===== config.mk =====
export PLATFORM = sky130hd
export DESIGN_NAME = image_gradient
export DESIGN_NICKNAME = d
export VERILOG_FILES = /design/src/verilog/image_gradient_pkg.sv /design/src/verilog/pixel_fetch.sv /design/src/verilog/row_window.sv /design/src/verilog/gradient_calc.sv /design/src/verilog/gradient_store.sv /design/src/verilog/image_gradient.sv
export VERILOG_INCLUDE_DIRS = /design/src /design/src/include
export SDC_FILE = /design/constraint.sdc
export NUM_CORES = 1
export LEC_CHECK = 0
export BUFFER_PORTS_ARGS = -buffer_cell sky130_fd_sc_hd__buf_2
export CORE_MARGIN = 2
export CORE_UTILIZATION = 50
export CTS_CLUSTER_SIZE = 24
export DETAILED_ROUTE_END_ITERATION = 16
export PLACE_DENSITY = 0.66
export SYNTH_ARGS = -nofsm -noshare
export SYNTH_HDL_FRONTEND = slang
export SYNTH_SLANG_ARGS = --single-unit

===== constraint.sdc =====
create_clock -name clk -period 35 [get_ports clk]
set_clock_uncertainty 0.15 [all_clocks]
set_input_delay 1.75 -clock clk [delete_from_list [all_inputs] [get_ports clk]]
set_output_delay 1.75 -clock clk [all_outputs]
set_load 0.02 [all_outputs]

===== src/include/image_gradient_settings.svh =====
`ifndef IMAGE_GRADIENT_SETTINGS_SVH
`define IMAGE_GRADIENT_SETTINGS_SVH

// ---------------------------------------------------------------------------
// image geometry
// ---------------------------------------------------------------------------

// pixels per row
`define IMG_WIDTH 256

// rows per image
`define IMG_HEIGHT 256

// ---------------------------------------------------------------------------
// memory interface widths
// ---------------------------------------------------------------------------

`define ADDR_WIDTH 16
`define PIXEL_WIDTH 8

`endif


===== src/verilog/image_gradient_pkg.sv =====
`include "image_gradient_settings.svh"

package image_gradient_pkg;

    // -----------------------------------------------------------------------
    // scalar types
    // -----------------------------------------------------------------------

    // unsigned grey level
    typedef logic [`PIXEL_WIDTH-1:0] pixel_t;

    // signed difference, two bits wider than a pixel
    typedef logic signed [`PIXEL_WIDTH+1:0] grad_t;

    // address into either memory
    typedef logic [`ADDR_WIDTH-1:0] addr_t;

    // -----------------------------------------------------------------------
    // structured types
    // -----------------------------------------------------------------------

    // gradient memory word, horizontal half on top
    typedef struct packed {
        grad_t gx;
        grad_t gy;
    } gradient_word_t;

    // one item of the pixel stream out of the fetch stage
    typedef struct packed {
        logic   valid;
        // set for beats of the padding phase, value is meaningless then
        logic   pad;
        pixel_t value;
    } pixel_beat_t;

    // a pixel with the two neighbours needed for forward differences
    typedef struct packed {
        logic   valid;
        pixel_t centre;
        pixel_t right;
        pixel_t below;
        logic   last_col;
        logic   last_row;
    } window_t;

endpackage


===== src/verilog/pixel_fetch.sv =====
`timescale 1ns/1ps

`include "image_gradient_settings.svh"

module pixel_fetch
    import image_gradient_pkg::*;
(
    input  logic        clk,
    input  logic        reset,
    output logic        img_rd,
    output addr_t       img_addr,
    input  pixel_t      img_di,
    output pixel_beat_t beat
);

    localparam int CNT_W = $clog2(`IMG_WIDTH);
    localparam addr_t LAST_ADDR = addr_t'(`IMG_WIDTH * `IMG_HEIGHT - 1);
    localparam logic [CNT_W-1:0] PAD_LAST = CNT_W'(`IMG_WIDTH - 1);

    typedef enum logic [1:0] {
        PH_INIT,
        PH_READ,
        PH_PAD,
        PH_IDLE
    } phase_t;

    phase_t           phase;
    logic [CNT_W-1:0] pad_cnt;
    logic             pad_issue;
    // strobes delayed to line up with the memory data
    logic             rd_q;
    logic             pad_q;

    // ---------------------------------------------------------------------------
    // phase sequencer
    // ---------------------------------------------------------------------------

    always_ff @(posedge clk) begin
        if (reset) begin
            phase     <= PH_INIT;
            img_rd    <= 1'b0;
            img_addr  <= '0;
            pad_issue <= 1'b0;
            pad_cnt   <= '0;
            rd_q      <= 1'b0;
            pad_q     <= 1'b0;
        end else begin
            rd_q  <= img_rd;
            pad_q <= pad_issue;
            case (phase)
                PH_INIT: begin
                    // first read goes out right after reset
                    img_rd <= 1'b1;
                    phase  <= PH_READ;
                end
                PH_READ: begin
                    if (img_addr == LAST_ADDR) begin
                        img_rd    <= 1'b0;
                        pad_issue <= 1'b1;
                        phase     <= PH_PAD;
                    end else begin
                        img_addr <= img_addr + 1'b1;
                    end
                end
                PH_PAD: begin
                    // one extra row of beats flushes the last image row
                    if (pad_cnt == PAD_LAST) begin
                        pad_issue <= 1'b0;
                        phase     <= PH_IDLE;
                    end else begin
                        pad_cnt <= pad_cnt + 1'b1;
                    end
                end
                default: begin
                    phase <= PH_IDLE;
                end
            endcase
        end
    end

    // beat follows the read by one cycle like the memory data
    assign beat.valid = rd_q | pad_q;
    assign beat.pad   = pad_q;
    assign beat.value = img_di;

    a_addr_in_range: assert property (@(posedge clk) disable iff (reset)
        img_rd |-> img_addr <= LAST_ADDR);

endmodule


===== src/verilog/row_window.sv =====
`timescale 1ns/1ps

`include "image_gradient_settings.svh"

module row_window
    import image_gradient_pkg::*;
(
    input  logic        clk,
    input  logic        reset,
    input  pixel_beat_t beat,
    output window_t     window
);

    localparam int COL_W  = $clog2(`IMG_WIDTH);
    localparam int ROW_W  = $clog2(`IMG_HEIGHT);
    localparam int FILL_W = $clog2(`IMG_WIDTH + 1);

    localparam logic [COL_W-1:0]  COL_LAST = COL_W'(`IMG_WIDTH - 1);
    localparam logic [ROW_W-1:0]  ROW_LAST = ROW_W'(`IMG_HEIGHT - 1);
    localparam logic [FILL_W-1:0] FULL     = FILL_W'(`IMG_WIDTH);

    // line_buf[0] is the newest pixel, the top entry the oldest
    pixel_t line_buf [`IMG_WIDTH];

    logic [FILL_W-1:0] fill;
    logic [COL_W-1:0]  col;
    logic [ROW_W-1:0]  row;
    logic              row_full;
    logic              frame_done;

    // ---------------------------------------------------------------------------
    // one-row delay line
    // ---------------------------------------------------------------------------

    always_ff @(posedge clk) begin
        if (beat.valid) begin
            line_buf[0] <= beat.value;
            for (int i = 1; i < `IMG_WIDTH; i++) begin
                line_buf[i] <= line_buf[i-1];
            end
        end
    end

    // number of beats held, saturating at one row
    always_ff @(posedge clk) begin
        if (reset) begin
            fill <= '0;
        end else if (beat.valid && !row_full) begin
            fill <= fill + 1'b1;
        end
    end

    assign row_full = (fill == FULL);

    // ---------------------------------------------------------------------------
    // window assembly
    // ---------------------------------------------------------------------------

    always_comb begin
        window.valid    = beat.valid && row_full;
        window.centre   = line_buf[`IMG_WIDTH-1];
        window.right    = line_buf[`IMG_WIDTH-2];
        // nothing real below the last row
        window.below    = beat.pad ? '0 : beat.value;
        window.last_col = (col == COL_LAST);
        window.last_row = (row == ROW_LAST);
    end

    // position of the centre pixel in the image
    always_ff @(posedge clk) begin
        if (reset) begin
            col        <= '0;
            row        <= '0;
            frame_done <= 1'b0;
        end else if (window.valid) begin
            if (col == COL_LAST) begin
                col <= '0;
                if (row == ROW_LAST) begin
                    row        <= '0;
                    frame_done <= 1'b1;
                end else begin
                    row <= row + 1'b1;
                end
            end else begin
                col <= col + 1'b1;
            end
        end
    end

    // the stream dries up once the whole frame has gone out
    a_frame_limit: assert property (@(posedge clk) disable iff (reset)
        frame_done |-> !window.valid);

    // pad beats from fetch must line up with the last row count here
    a_pad_is_last_row: assert property (@(posedge clk) disable iff (reset)
        window.valid |-> (window.last_row == beat.pad));

endmodule


===== src/verilog/gradient_calc.sv =====
`timescale 1ns/1ps

module gradient_calc
    import image_gradient_pkg::*;
(
    input  logic           clk,
    input  logic           reset,
    input  window_t        window,
    output logic           grad_wr,
    output gradient_word_t grad_do
);

    grad_t gx;
    grad_t gy;

    // zero extension, so 255 stays positive
    function automatic grad_t widen(input pixel_t p);
        return grad_t'({2'b00, p});
    endfunction

    // ---------------------------------------------------------------------------
    // forward differences with the edge rule
    // ---------------------------------------------------------------------------

    always_comb begin
        if (window.last_col) begin
            gx = '0;
        end else begin
            gx = widen(window.right) - widen(window.centre);
        end

        if (window.last_row) begin
            gy = '0;
        end else begin
            gy = widen(window.below) - widen(window.centre);
        end
    end

    // write strobe
    always_ff @(posedge clk) begin
        if (reset) begin
            grad_wr <= 1'b0;
        end else begin
            grad_wr <= window.valid;
        end
    end

    // packed result word
    always_ff @(posedge clk) begin
        grad_do.gx <= gx;
        grad_do.gy <= gy;
    end

endmodule


===== src/verilog/gradient_store.sv =====
`timescale 1ns/1ps

`include "image_gradient_settings.svh"

module gradient_store
    import image_gradient_pkg::*;
(
    input  logic  clk,
    input  logic  reset,
    input  logic  grad_wr,
    output addr_t grad_addr,
    output logic  done
);

    localparam addr_t LAST_ADDR = addr_t'(`IMG_WIDTH * `IMG_HEIGHT - 1);

    // address of the next write
    addr_t wr_cnt;

    // ---------------------------------------------------------------------------
    // write address and completion
    // ---------------------------------------------------------------------------

    always_ff @(posedge clk) begin
        if (reset) begin
            wr_cnt <= '0;
        end else if (grad_wr) begin
            wr_cnt <= wr_cnt + 1'b1;
        end
    end

    // one write per pixel in raster order
    assign grad_addr = wr_cnt;

    always_ff @(posedge clk) begin
        if (reset) begin
            done <= 1'b0;
        end else if (grad_wr && wr_cnt == LAST_ADDR) begin
            done <= 1'b1;
        end
    end

    // nothing may follow the final write of the image
    a_no_write_after_done: assert property (@(posedge clk) disable iff (reset)
        done |-> !grad_wr);

endmodule


===== src/verilog/image_gradient.sv =====
`timescale 1ns/1ps

module image_gradient
    import image_gradient_pkg::*;
(
    input  logic           clk,
    input  logic           reset,
    // image memory, read only
    output logic           img_rd,
    output addr_t          img_addr,
    input  pixel_t         img_di,
    // gradient memory, write only
    output logic           grad_wr,
    output addr_t          grad_addr,
    output gradient_word_t grad_do,
    output logic           done
);

    pixel_beat_t beat;
    window_t     window;

    // ---------------------------------------------------------------------------
    // pixel stream
    // ---------------------------------------------------------------------------

    pixel_fetch pixel_fetch_i (
        .clk      (clk),
        .reset    (reset),
        .img_rd   (img_rd),
        .img_addr (img_addr),
        .img_di   (img_di),
        .beat     (beat)
    );

    row_window row_window_i (
        .clk    (clk),
        .reset  (reset),
        .beat   (beat),
        .window (window)
    );

    // ---------------------------------------------------------------------------
    // gradient output
    // ---------------------------------------------------------------------------

    gradient_calc gradient_calc_i (
        .clk     (clk),
        .reset   (reset),
        .window  (window),
        .grad_wr (grad_wr),
        .grad_do (grad_do)
    );

    gradient_store gradient_store_i (
        .clk       (clk),
        .reset     (reset),
        .grad_wr   (grad_wr),
        .grad_addr (grad_addr),
        .done      (done)
    );

endmodule


# ---- Word-level counts from Yosys, hierarchy flattened
# Memories as Yosys holds them, arrays and structs flattened.
# Cells that the tools add are included.
dict set report totals {
  in_bits 10
  ramBits 2048
  out_inout_bits 55
  mem_count 1
  elab_cells 63
  reg_bits 93
}
# name words word_bits rd rd_clocked_by_memory_dff wr line_no
set mem_list {}
lappend mem_list {row_window_i.line_buf 256 8 256 0 256 row_window.sv:23} ;# pixel_t line_buf [`IMG_WIDTH];
dict set report op_classes {
  n_reduce_logical 13
  n_addsub 8
  bitwise 3
  n_mux 13
  eq_ne 10
}
# operator n
set op_table {}
lappend op_table {{$add 16x1->16 const B} 2}
lappend op_table {{$eq 16x16->1 const B} 2}
lappend op_table {{$add 8x1->8 const B} 3}
lappend op_table {{$eq 8x8->1 const B} 3}
lappend op_table {{$mux 8} 3}
lappend op_table {{$sub 8x8->9} 2}
lappend op_table {{$reduce_and 2->1} 5}
lappend op_table {{$add 9x1->9 const B} 1}
lappend op_table {{$eq 9x9->1 const B} 1}
lappend op_table {{$pmux 2 s3} 1}
lappend op_table {{$mux 1} 5}
lappend op_table {{$mux 2} 2}
lappend op_table {{$ne 2x1->1 const B} 2}
lappend op_table {{$pmux 1 s2} 2}
lappend op_table {{$reduce_bool 2->1} 2}
lappend op_table {{$logic_and 1x1->1} 3}
lappend op_table {{$reduce_and 3->1} 1}
lappend op_table {{$eq 2x1->1 const B} 1}
lappend op_table {{$eq 2x2->1 const B} 1}
lappend op_table {{$logic_not 2->1} 1}
lappend op_table {{$not 1->1} 2}
lappend op_table {{$logic_not 1->1} 1}
lappend op_table {{$or 1x1->1} 1}

# ---- Longest topological paths before layout
# Gate-level depths: netlist of run 1.
dict set report depth {
  depth_word 3
  mapped_depth 9
  depth_no_buf 9
}

# ---- Modules after synthesis
# A second synthesis of run 1 with hierarchy kept.
dict set report unflattened {
  cells_unflattened 2614
  hier_area_um2 66527.6
}
# mod n_inst cells_per_inst seq_area_each_um2 area_per_inst_um2
set by_module_without_submodules {}
lappend by_module_without_submodules {row_window 1 2213 61999.5 62957.9}
lappend by_module_without_submodules {pixel_fetch 1 170 600.6 1511.4}
lappend by_module_without_submodules {gradient_calc 1 147 380.4 1278.7}
lappend by_module_without_submodules {gradient_store 1 84 340.3 779.5}

# ---- Worst setup path after synthesis of run 1
# Ideal clock, no wire load.
dict set report synth_timing {
  path_type {register to register}
  start {reg pixel_fetch_i.pad_q}
  end {reg row_window_i.row[3]}
  t_required_ps 34780
  n_path_buf 2
  setup_time_ps 70
  synth_period_minus_slack_ps 27144
  path_stages_with_launch 8
  arrival_time_ps 26924
  setup_slack_ps 7856
  cell_sequence {dfxtp_1 or2_0 buf_2 and3_1 buf_6 nand2_4 or4b_1 a21oi_1}
}
# element line_no
set synth_lines {}
lappend synth_lines {{start, declared} pixel_fetch.sv:32} ;# logic pad_q;
lappend synth_lines {{start signal, assigned} pixel_fetch.sv:49} ;# pad_q <= pad_issue;
lappend synth_lines {{end signal, assigned} row_window.sv:82} ;# row <= row + 1'b1;
lappend synth_lines {{end, declared} row_window.sv:27} ;# logic [ROW_W-1:0] row;

==> impl_results.md, run 1 <==
* First-pass GRT wire length at 127,000 microns
* Synth Net Count at 2,601
* Post-CTS resize count at 0
* Worst-margin pin slew at 1.11 ns
* Root Driver: clkbuf_16
* WL met3 at approximately 3500 microns
* RSZ-0062 raised after global routing: false
* Clock Latency Late Sink at between 0.7 and 0.8 ns
* Crit-path max FO at 205
* Worst setup margin at 29.63 ns
* Final min period at 5.38 ns
* Yosys Warn Count at 0
* Share of flip-flops with an asynchronous set or reset at 0
* Post-synth cell types at 57
* ANT cells at 0
* Outcome: completed
* Largest net degree at the start of global routing at 221
* Layout cells sized above 1 at 0.120
* Final worst path period share at 0.154
* FP Rows at 133
* Synth top area cells: edfxtp_1 (93%), dfxtp_1 (2.8%), ha_1 (0.55%)
* Setup TNS at 0 ns
* CTS clk-pin slew, worst paths at 0.06 ns
* Detailed router's first-iteration violation count at 2,352
* IO Pins at 65
* IO buf count at 64
* Initial Util at 0.503
* Slew Viols, Final at 0
* Vias in the first global route at 22,800
* WL per Instance at 17.0 microns
* Worst r2r src: pixel_fetch_i.pad_q
* Synth area leader: edfxtp_1
* GPL Wtd Cong at between 0.8 and 0.9
* # H-tree levels at 4
* Max-cap violations at 0
* Worst VDD drop at 0.0622 mV
* Mapped Cells at 2,560
* Core Area at 131,000 sq um
* CP Launch Type: flop
* Max Freq at around 190 MHz
* Vias/cell at 4.91
* Total Routed Length at between 80,000 and 90,000 microns
* Total CTS buffers at 194
* Sequential share of the synthesized area at 0.959
* Worst min-delay path class: flop to flop
* EDFF count, synth at 2,048
* Die Wd at 367 microns
* Top Metal Used: met4
* Vias post-DR at approximately 23,000
* Setup Crit Path Kind: flop to flop
* Die area at 135,000 sq um
* Congestion Overflow GR at 0
* Rel. slew slack at 0.257
* Reg2reg end: row_window_i.line_buf[59][13]
* Hold path depth at 0
* DP Wirelength at about 35,000 microns
* Post-CTS Hold Buffers at 0
* Area share of the largest cell type after synthesis at 0.932
* Synth Register Bits at 2,139
* Total GRT Usage at 0.117
* Drt drc at 0
* Routed Antenna Nets at 0
* Data arrival, critical path at approximately 5.6 ns
* Clock tree from TritonCTS: built
* Num Clock Sinks at between 2,000 and 2,500
* CTS max path bufs at 3
* Area delta synth->final at 13.3%
* PD cells at 72.7 nW/um^2
* Die height at 367 microns
* Nets@finish at 2,863
* Setup Buffers After CTS at 0
* Netlist Area Pre-Place at between 60,000 and 70,000 sq um
* 1st-pass router iterations at 5
* Final setup fails at 0
* Crit. End Element: flop
* Syn Area/Cell at 25.8 sq um
* P_leak at 0.0189 uW
* Post-layout power at roughly 5400 uW
* Initial antenna violation count at 3
* Metal2 WL at 33,700 microns
* Post-synth top flop: edfxtp_1
* Hold Crit Endpoint: row_window_i.line_buf[124][12]
* Final Hold Fails at 0
* WL met1 at 41,500 microns
* Depth of the most critical reg-to-reg path at 5
* Hold path startpoint: row_window_i.line_buf[124][4]
* FF-to-FF setup slack at 29.63 ns
* Worst slack at placement at 29.62 ns
* Worst endpoint required time at 35.25 ns
power breakdown:
group          internal, uW  switching, uW
clock                  1170            867
combinational          23.0            264
sequential             3080           34.0
layer usage:
layer / GRT usage / vias to the layer above
met5: 0 / -
met4: 0.0422 / 0
met3: 0.0330 / 171
met2: 0.156 / 417
met1: 0.185 / 11900
li1: - / 10700
worst max path at each step:
stage | from | end | slack [ns] | depth (start not counted)
floorplan | pixel_fetch_i.pad_q | row_window_i.row[3] | 7.86 | 7
global placement | pixel_fetch_i.pad_q | row_window_i.line_buf[73][13] | 29.92 | 5
detailed placement | pixel_fetch_i.pad_q | row_window_i.line_buf[59][5] | 29.62 | 5
CTS | pixel_fetch_i.pad_q | row_window_i.line_buf[72][13] | 29.70 | 5
global route | pixel_fetch_i.pad_q | row_window_i.line_buf[71][13] | 29.22 | 5
finish | pixel_fetch_i.pad_q | row_window_i.line_buf[59][13] | 29.63 | 5
through the flow:
step | utilization | hold slack, ns | cells | cell area (sq um)
after floorplan | - | 0.250 | 2560 | 66000
after global placement | 0.523 | 0.251 | 4381 | 68600
after detailed placement | 0.523 | 0.255 | 4381 | 68600
after CTS | 0.570 | 0.254 | 4730 | 74800
after global routing | 0.570 | 0.257 | 4730 | 74800
final | 0.570 | 0.253 | 4730 | 74800
layout make-up:
type | count | area [sq um]
clock inverters | 106 | 1050
multi-input cells | 384 | 2520
fillers | 9036 | 56500
repair buffers | 85 | 515
inverters | 18 | 67.6
clock buffers | 243 | 5110
flip-flops and latches | 2139 | 63300
well taps | 1755 | 2200
kinds of logic (layout without fill, tap and decap cells):
family          Yosys count  after routing  synth area share
xor+xnor                 49             49           0.00650
mux                       3              3          0.000493
flops                  2139           2139             0.959
buf+inv                  37            452           0.00262
simple gates            222            222            0.0175
fa+ha+maj                31             31           0.00610
compound gates           79             79           0.00749
worst max-delay path: stages (launching register included):
cell and delay [ns]:
dfxtp_1 0.55, or2_4 0.62, buf_12 0.73, buf_4 0.85
buf_4 0.87, buf_4 0.86
cells in the mapped netlist (6+ instances only):
cell and n:
a21oi_1 26, and2b_1 6, and3_1 11, and4_1 10, clkbuf_1 10, dfxtp_1 91
edfxtp_1 2048, ha_1 29, inv_1 18, nand2_1 30, nand3_1 18, nand4_1 17
nor2_1 81, nor3_1 15, o21a_1 7, o21ai_0 18, or3_1 8, xnor2_1 21
xor2_1 28
cell usage in the layout (no fill, tap or decap), types with 21 or more instances in the layout:
cell type | Yosys | final
ha_1 | 29 | 29
edfxtp_1 | 2048 | 2048
clkinv_1 | 0 | 42
buf_2 | 2 | 64
clkinv_2 | 0 | 27
nand2_1 | 30 | 30
xor2_1 | 28 | 28
nor2_1 | 81 | 81
a21oi_1 | 26 | 26
dfxtp_1 | 91 | 91
clkbuf_16 | 0 | 197
xnor2_1 | 21 | 21
clkbuf_1 | 10 | 45
state kept, by name, summed over array words and instances (netlist names), 2 cells and up:
| signal | count |
|---|---|
| pixel_fetch_i.img_addr | 16 |
| pixel_fetch_i.pad_cnt | 8 |
| row_window_i.line_buf | 2048 |
| row_window_i.col | 8 |
| row_window_i.row | 8 |
| row_window_i.fill | 9 |
| gradient_calc_i.grad_do | 18 |
| gradient_store_i.grad_addr | 16 |
| pixel_fetch_i.phase | 2 |
Power figures use the tool's default switching activity.
==> run 2: changes to the inputs <==
PLACE_DENSITY = 0.69   (was 0.66)
clock period = 4.65 ns   (was 35 ns; I/O delays follow)
==> run 2 against run 1 <==
Effect of this change:
- via count grew 2.1%
- sequential power grew to 7.5 times the previous value
- clock power grew to 7.9 times the previous value
- hold slack lost 0.17 ns
- combinational power grew to 8.2 times the previous value
- critical path depth is the same
- non-clock buffer count grew 24
==> impl_results.md, run 2 (synthesis gave the netlist of run 1 again) <==
* Outcome: completed
* Root Driver: clkbuf_16
* Post-CTS Hold Buffers at 14
* Commonest non-fill, non-tap cell in the layout: edfxtp_1
* Worst min-delay path class: primary input to flop
* Die height at 367 microns
* Drt drc at 0
* Final core occ at 0.575
* RSZ-0062 raised after global routing: false
* First-pass GRT wire length at 133,000 microns
* Setup TNS at 0 ns
* Max-cap violations at 0
* Num Clock Sinks at 2,139
* Crit. End Element: flop
* IO buf count at 64
* DP Wirelength at 34,700 microns
* CTS clk-pin slew, worst paths at 0.06 ns
* Die Wd at 367 microns
* Met3 Use GR at 0.0282
* Worst-margin pin slew at 0.983 ns
* Setup Crit Path Kind: flop to flop
* Critical path's top delay family: simple AND/OR/NAND/NOR gates
* PD cells at 554 nW/um^2
* Worst endpoint required time at around 5.2 ns
* Worst VDD drop at 0.532 mV
* Grt peak-use layer: met1
* Total Routed Length at 85,800 microns
* Worst setup margin at 1.84 ns
* ANT cells at 0
* Slowest-stage cell, CP: or2_4
* Core Area at 131,000 sq um
* Crit-path max FO at 61
* Initial Util at 0.503
* Final Hold Fails at 0
* WL per Instance at between 15 and 20 microns
* Routed Antenna Nets at 0
* Slew Viols, Final at 0
* Rel. slew slack at 0.345
* Most frequent cells in the layout: edfxtp_1 (2,048), clkbuf_16 (192), dfxtp_1 (90), nor2_1 (81), buf_2 (64)
* Worst slack at placement at 1.83 ns
* Met2 Use GR at 0.182
* Largest register by flop count: row_window_i.line_buf
* Area delta synth->final at 14.4%
* Total GRT Usage at 0.125
* Clock tree from TritonCTS: built
* GPL Wtd Cong at 0.769
* Layout cells sized above 1 at 0.128
* Met1 GRT Util at 0.186
* Clock Latency Late Sink at 0.80 ns
* Worst path bufs/invs at 0
* IO Pins at between 60 and 70
* Nets@finish at 2,885
* CTS max path bufs at 3
* Detailed router's first-iteration violation count at 2,265
* CP Launch Type: flop
* 1st-pass router iterations at 5
* FP Rows at 133
* Post-CTS resize count at 0
* Final setup fails at 0
* Total CTS buffers at 192
* CP max stage delay at 0.80 ns
* P_leak at 0.0193 uW
* Max Freq at 356 MHz
* Critical-path cell list: or2_4 -> and3_1 -> nand2_4 -> or4b_1 -> a21oi_1
* Final min period at around 2.8 ns
* Initial antenna violation count at 1
* Largest net degree at the start of global routing at 197
* Regs by FF count: row_window_i.line_buf x2048, gradient_calc_i.grad_do x18
* Vias in the first global route at around 24,000
* Max reg flops at roughly 2,000
* Die area at roughly 130,000 sq um
* Vias post-DR at between 20,000 and 25,000
* Setup Buffers After CTS at 0
* Data arrival, critical path at 3.37 ns
* Congestion Overflow GR at 0
* # H-tree levels at 4
* Final worst path period share at 0.604
* Filler Cell Count at 8,902
* Vias/cell at 4.99
[run 2: changes by cell type in the layout (fill, tap and decap cells not counted), moves of 3 or more]
cell and delta:
clkinv_4 -3, clkinv_16 +4, clkbuf_16 -5, buf_12 +14, clkinvlp_4 +3, bufinv_16 +10
clkinv_2 +5, buf_4 -4, clkbuf_1 -4, dlygate4sd3_1 +14, clkinv_1 -10, inv_6 -4
inv_16 +6
[run 2: area by class of cell]
cell class | count | area, sq um | area share
clock buffer | 235 | 4990 | 0.0660
tap | 1755 | 2200 | 0.0291
sequential | 2139 | 63300 | 0.838
timing repair buffer | 109 | 906 | 0.0120
inverter | 18 | 67.6 | 0.000895
multi-input combinational | 384 | 2520 | 0.0333
clock inverter | 116 | 1530 | 0.0202
[run 2: stage by stage]
step                      power [uW]  instance area [sq um]  std cells  hold slack (ns)
final                          41900                  75500       4756           0.0843
after global routing           43400                  75500       4756           0.0398
after CTS                      42500                  75500       4756           0.0134
after detailed placement       26200                  68900       4391            0.255
after global placement         26000                  68900       4391            0.252
after floorplan                26300                  66000       2560            0.166
[run 2: worst register-to-register path: cells and delay by family, from the launching register on]
family / cells / cell delay [ns]
AND/OR/NAND/NOR: 4 / 2.00
flip-flops: 1 / 0.44
AO/OA/AOI/OAI: 1 / 0.14
[run 2: worst paths after layout]
kind / from / endpoint / slack [ns] / depth (start not counted)
worst min register to register: row_window_i.line_buf[58][9] / row_window_i.line_buf[59][1] / 0.24 / 0
worst max-delay path: pixel_fetch_i.pad_q / row_window_i.row[3] / 1.84 / 5
worst min-delay path: img_di[7] / row_window_i.line_buf[0][7] / 0.08 / 2
worst max register to register: pixel_fetch_i.pad_q / row_window_i.row[3] / 1.84 / 5
[run 2: per-layer routing]
metal / vias up / part of all wire
li1: 10800 / -
met1: 12300 / 0.48
met2: 523 / 0.45
met3: 154 / 0.043
met4: 0 / 0.021
met5: - / 0
[run 2: power by group]
| part | switching (uW) | leakage [uW] | total, uW | internal [uW] |
|---|---|---|---|---|
| Combinational | 2030 | 0.00169 | 2340 | 314 |
| Sequential | 270 | 0.0144 | 23400 | 23200 |
| Clock | 6820 | 0.00316 | 16100 | 9280 |
| Total | 9110 | 0.0193 | 41900 | 32700 |
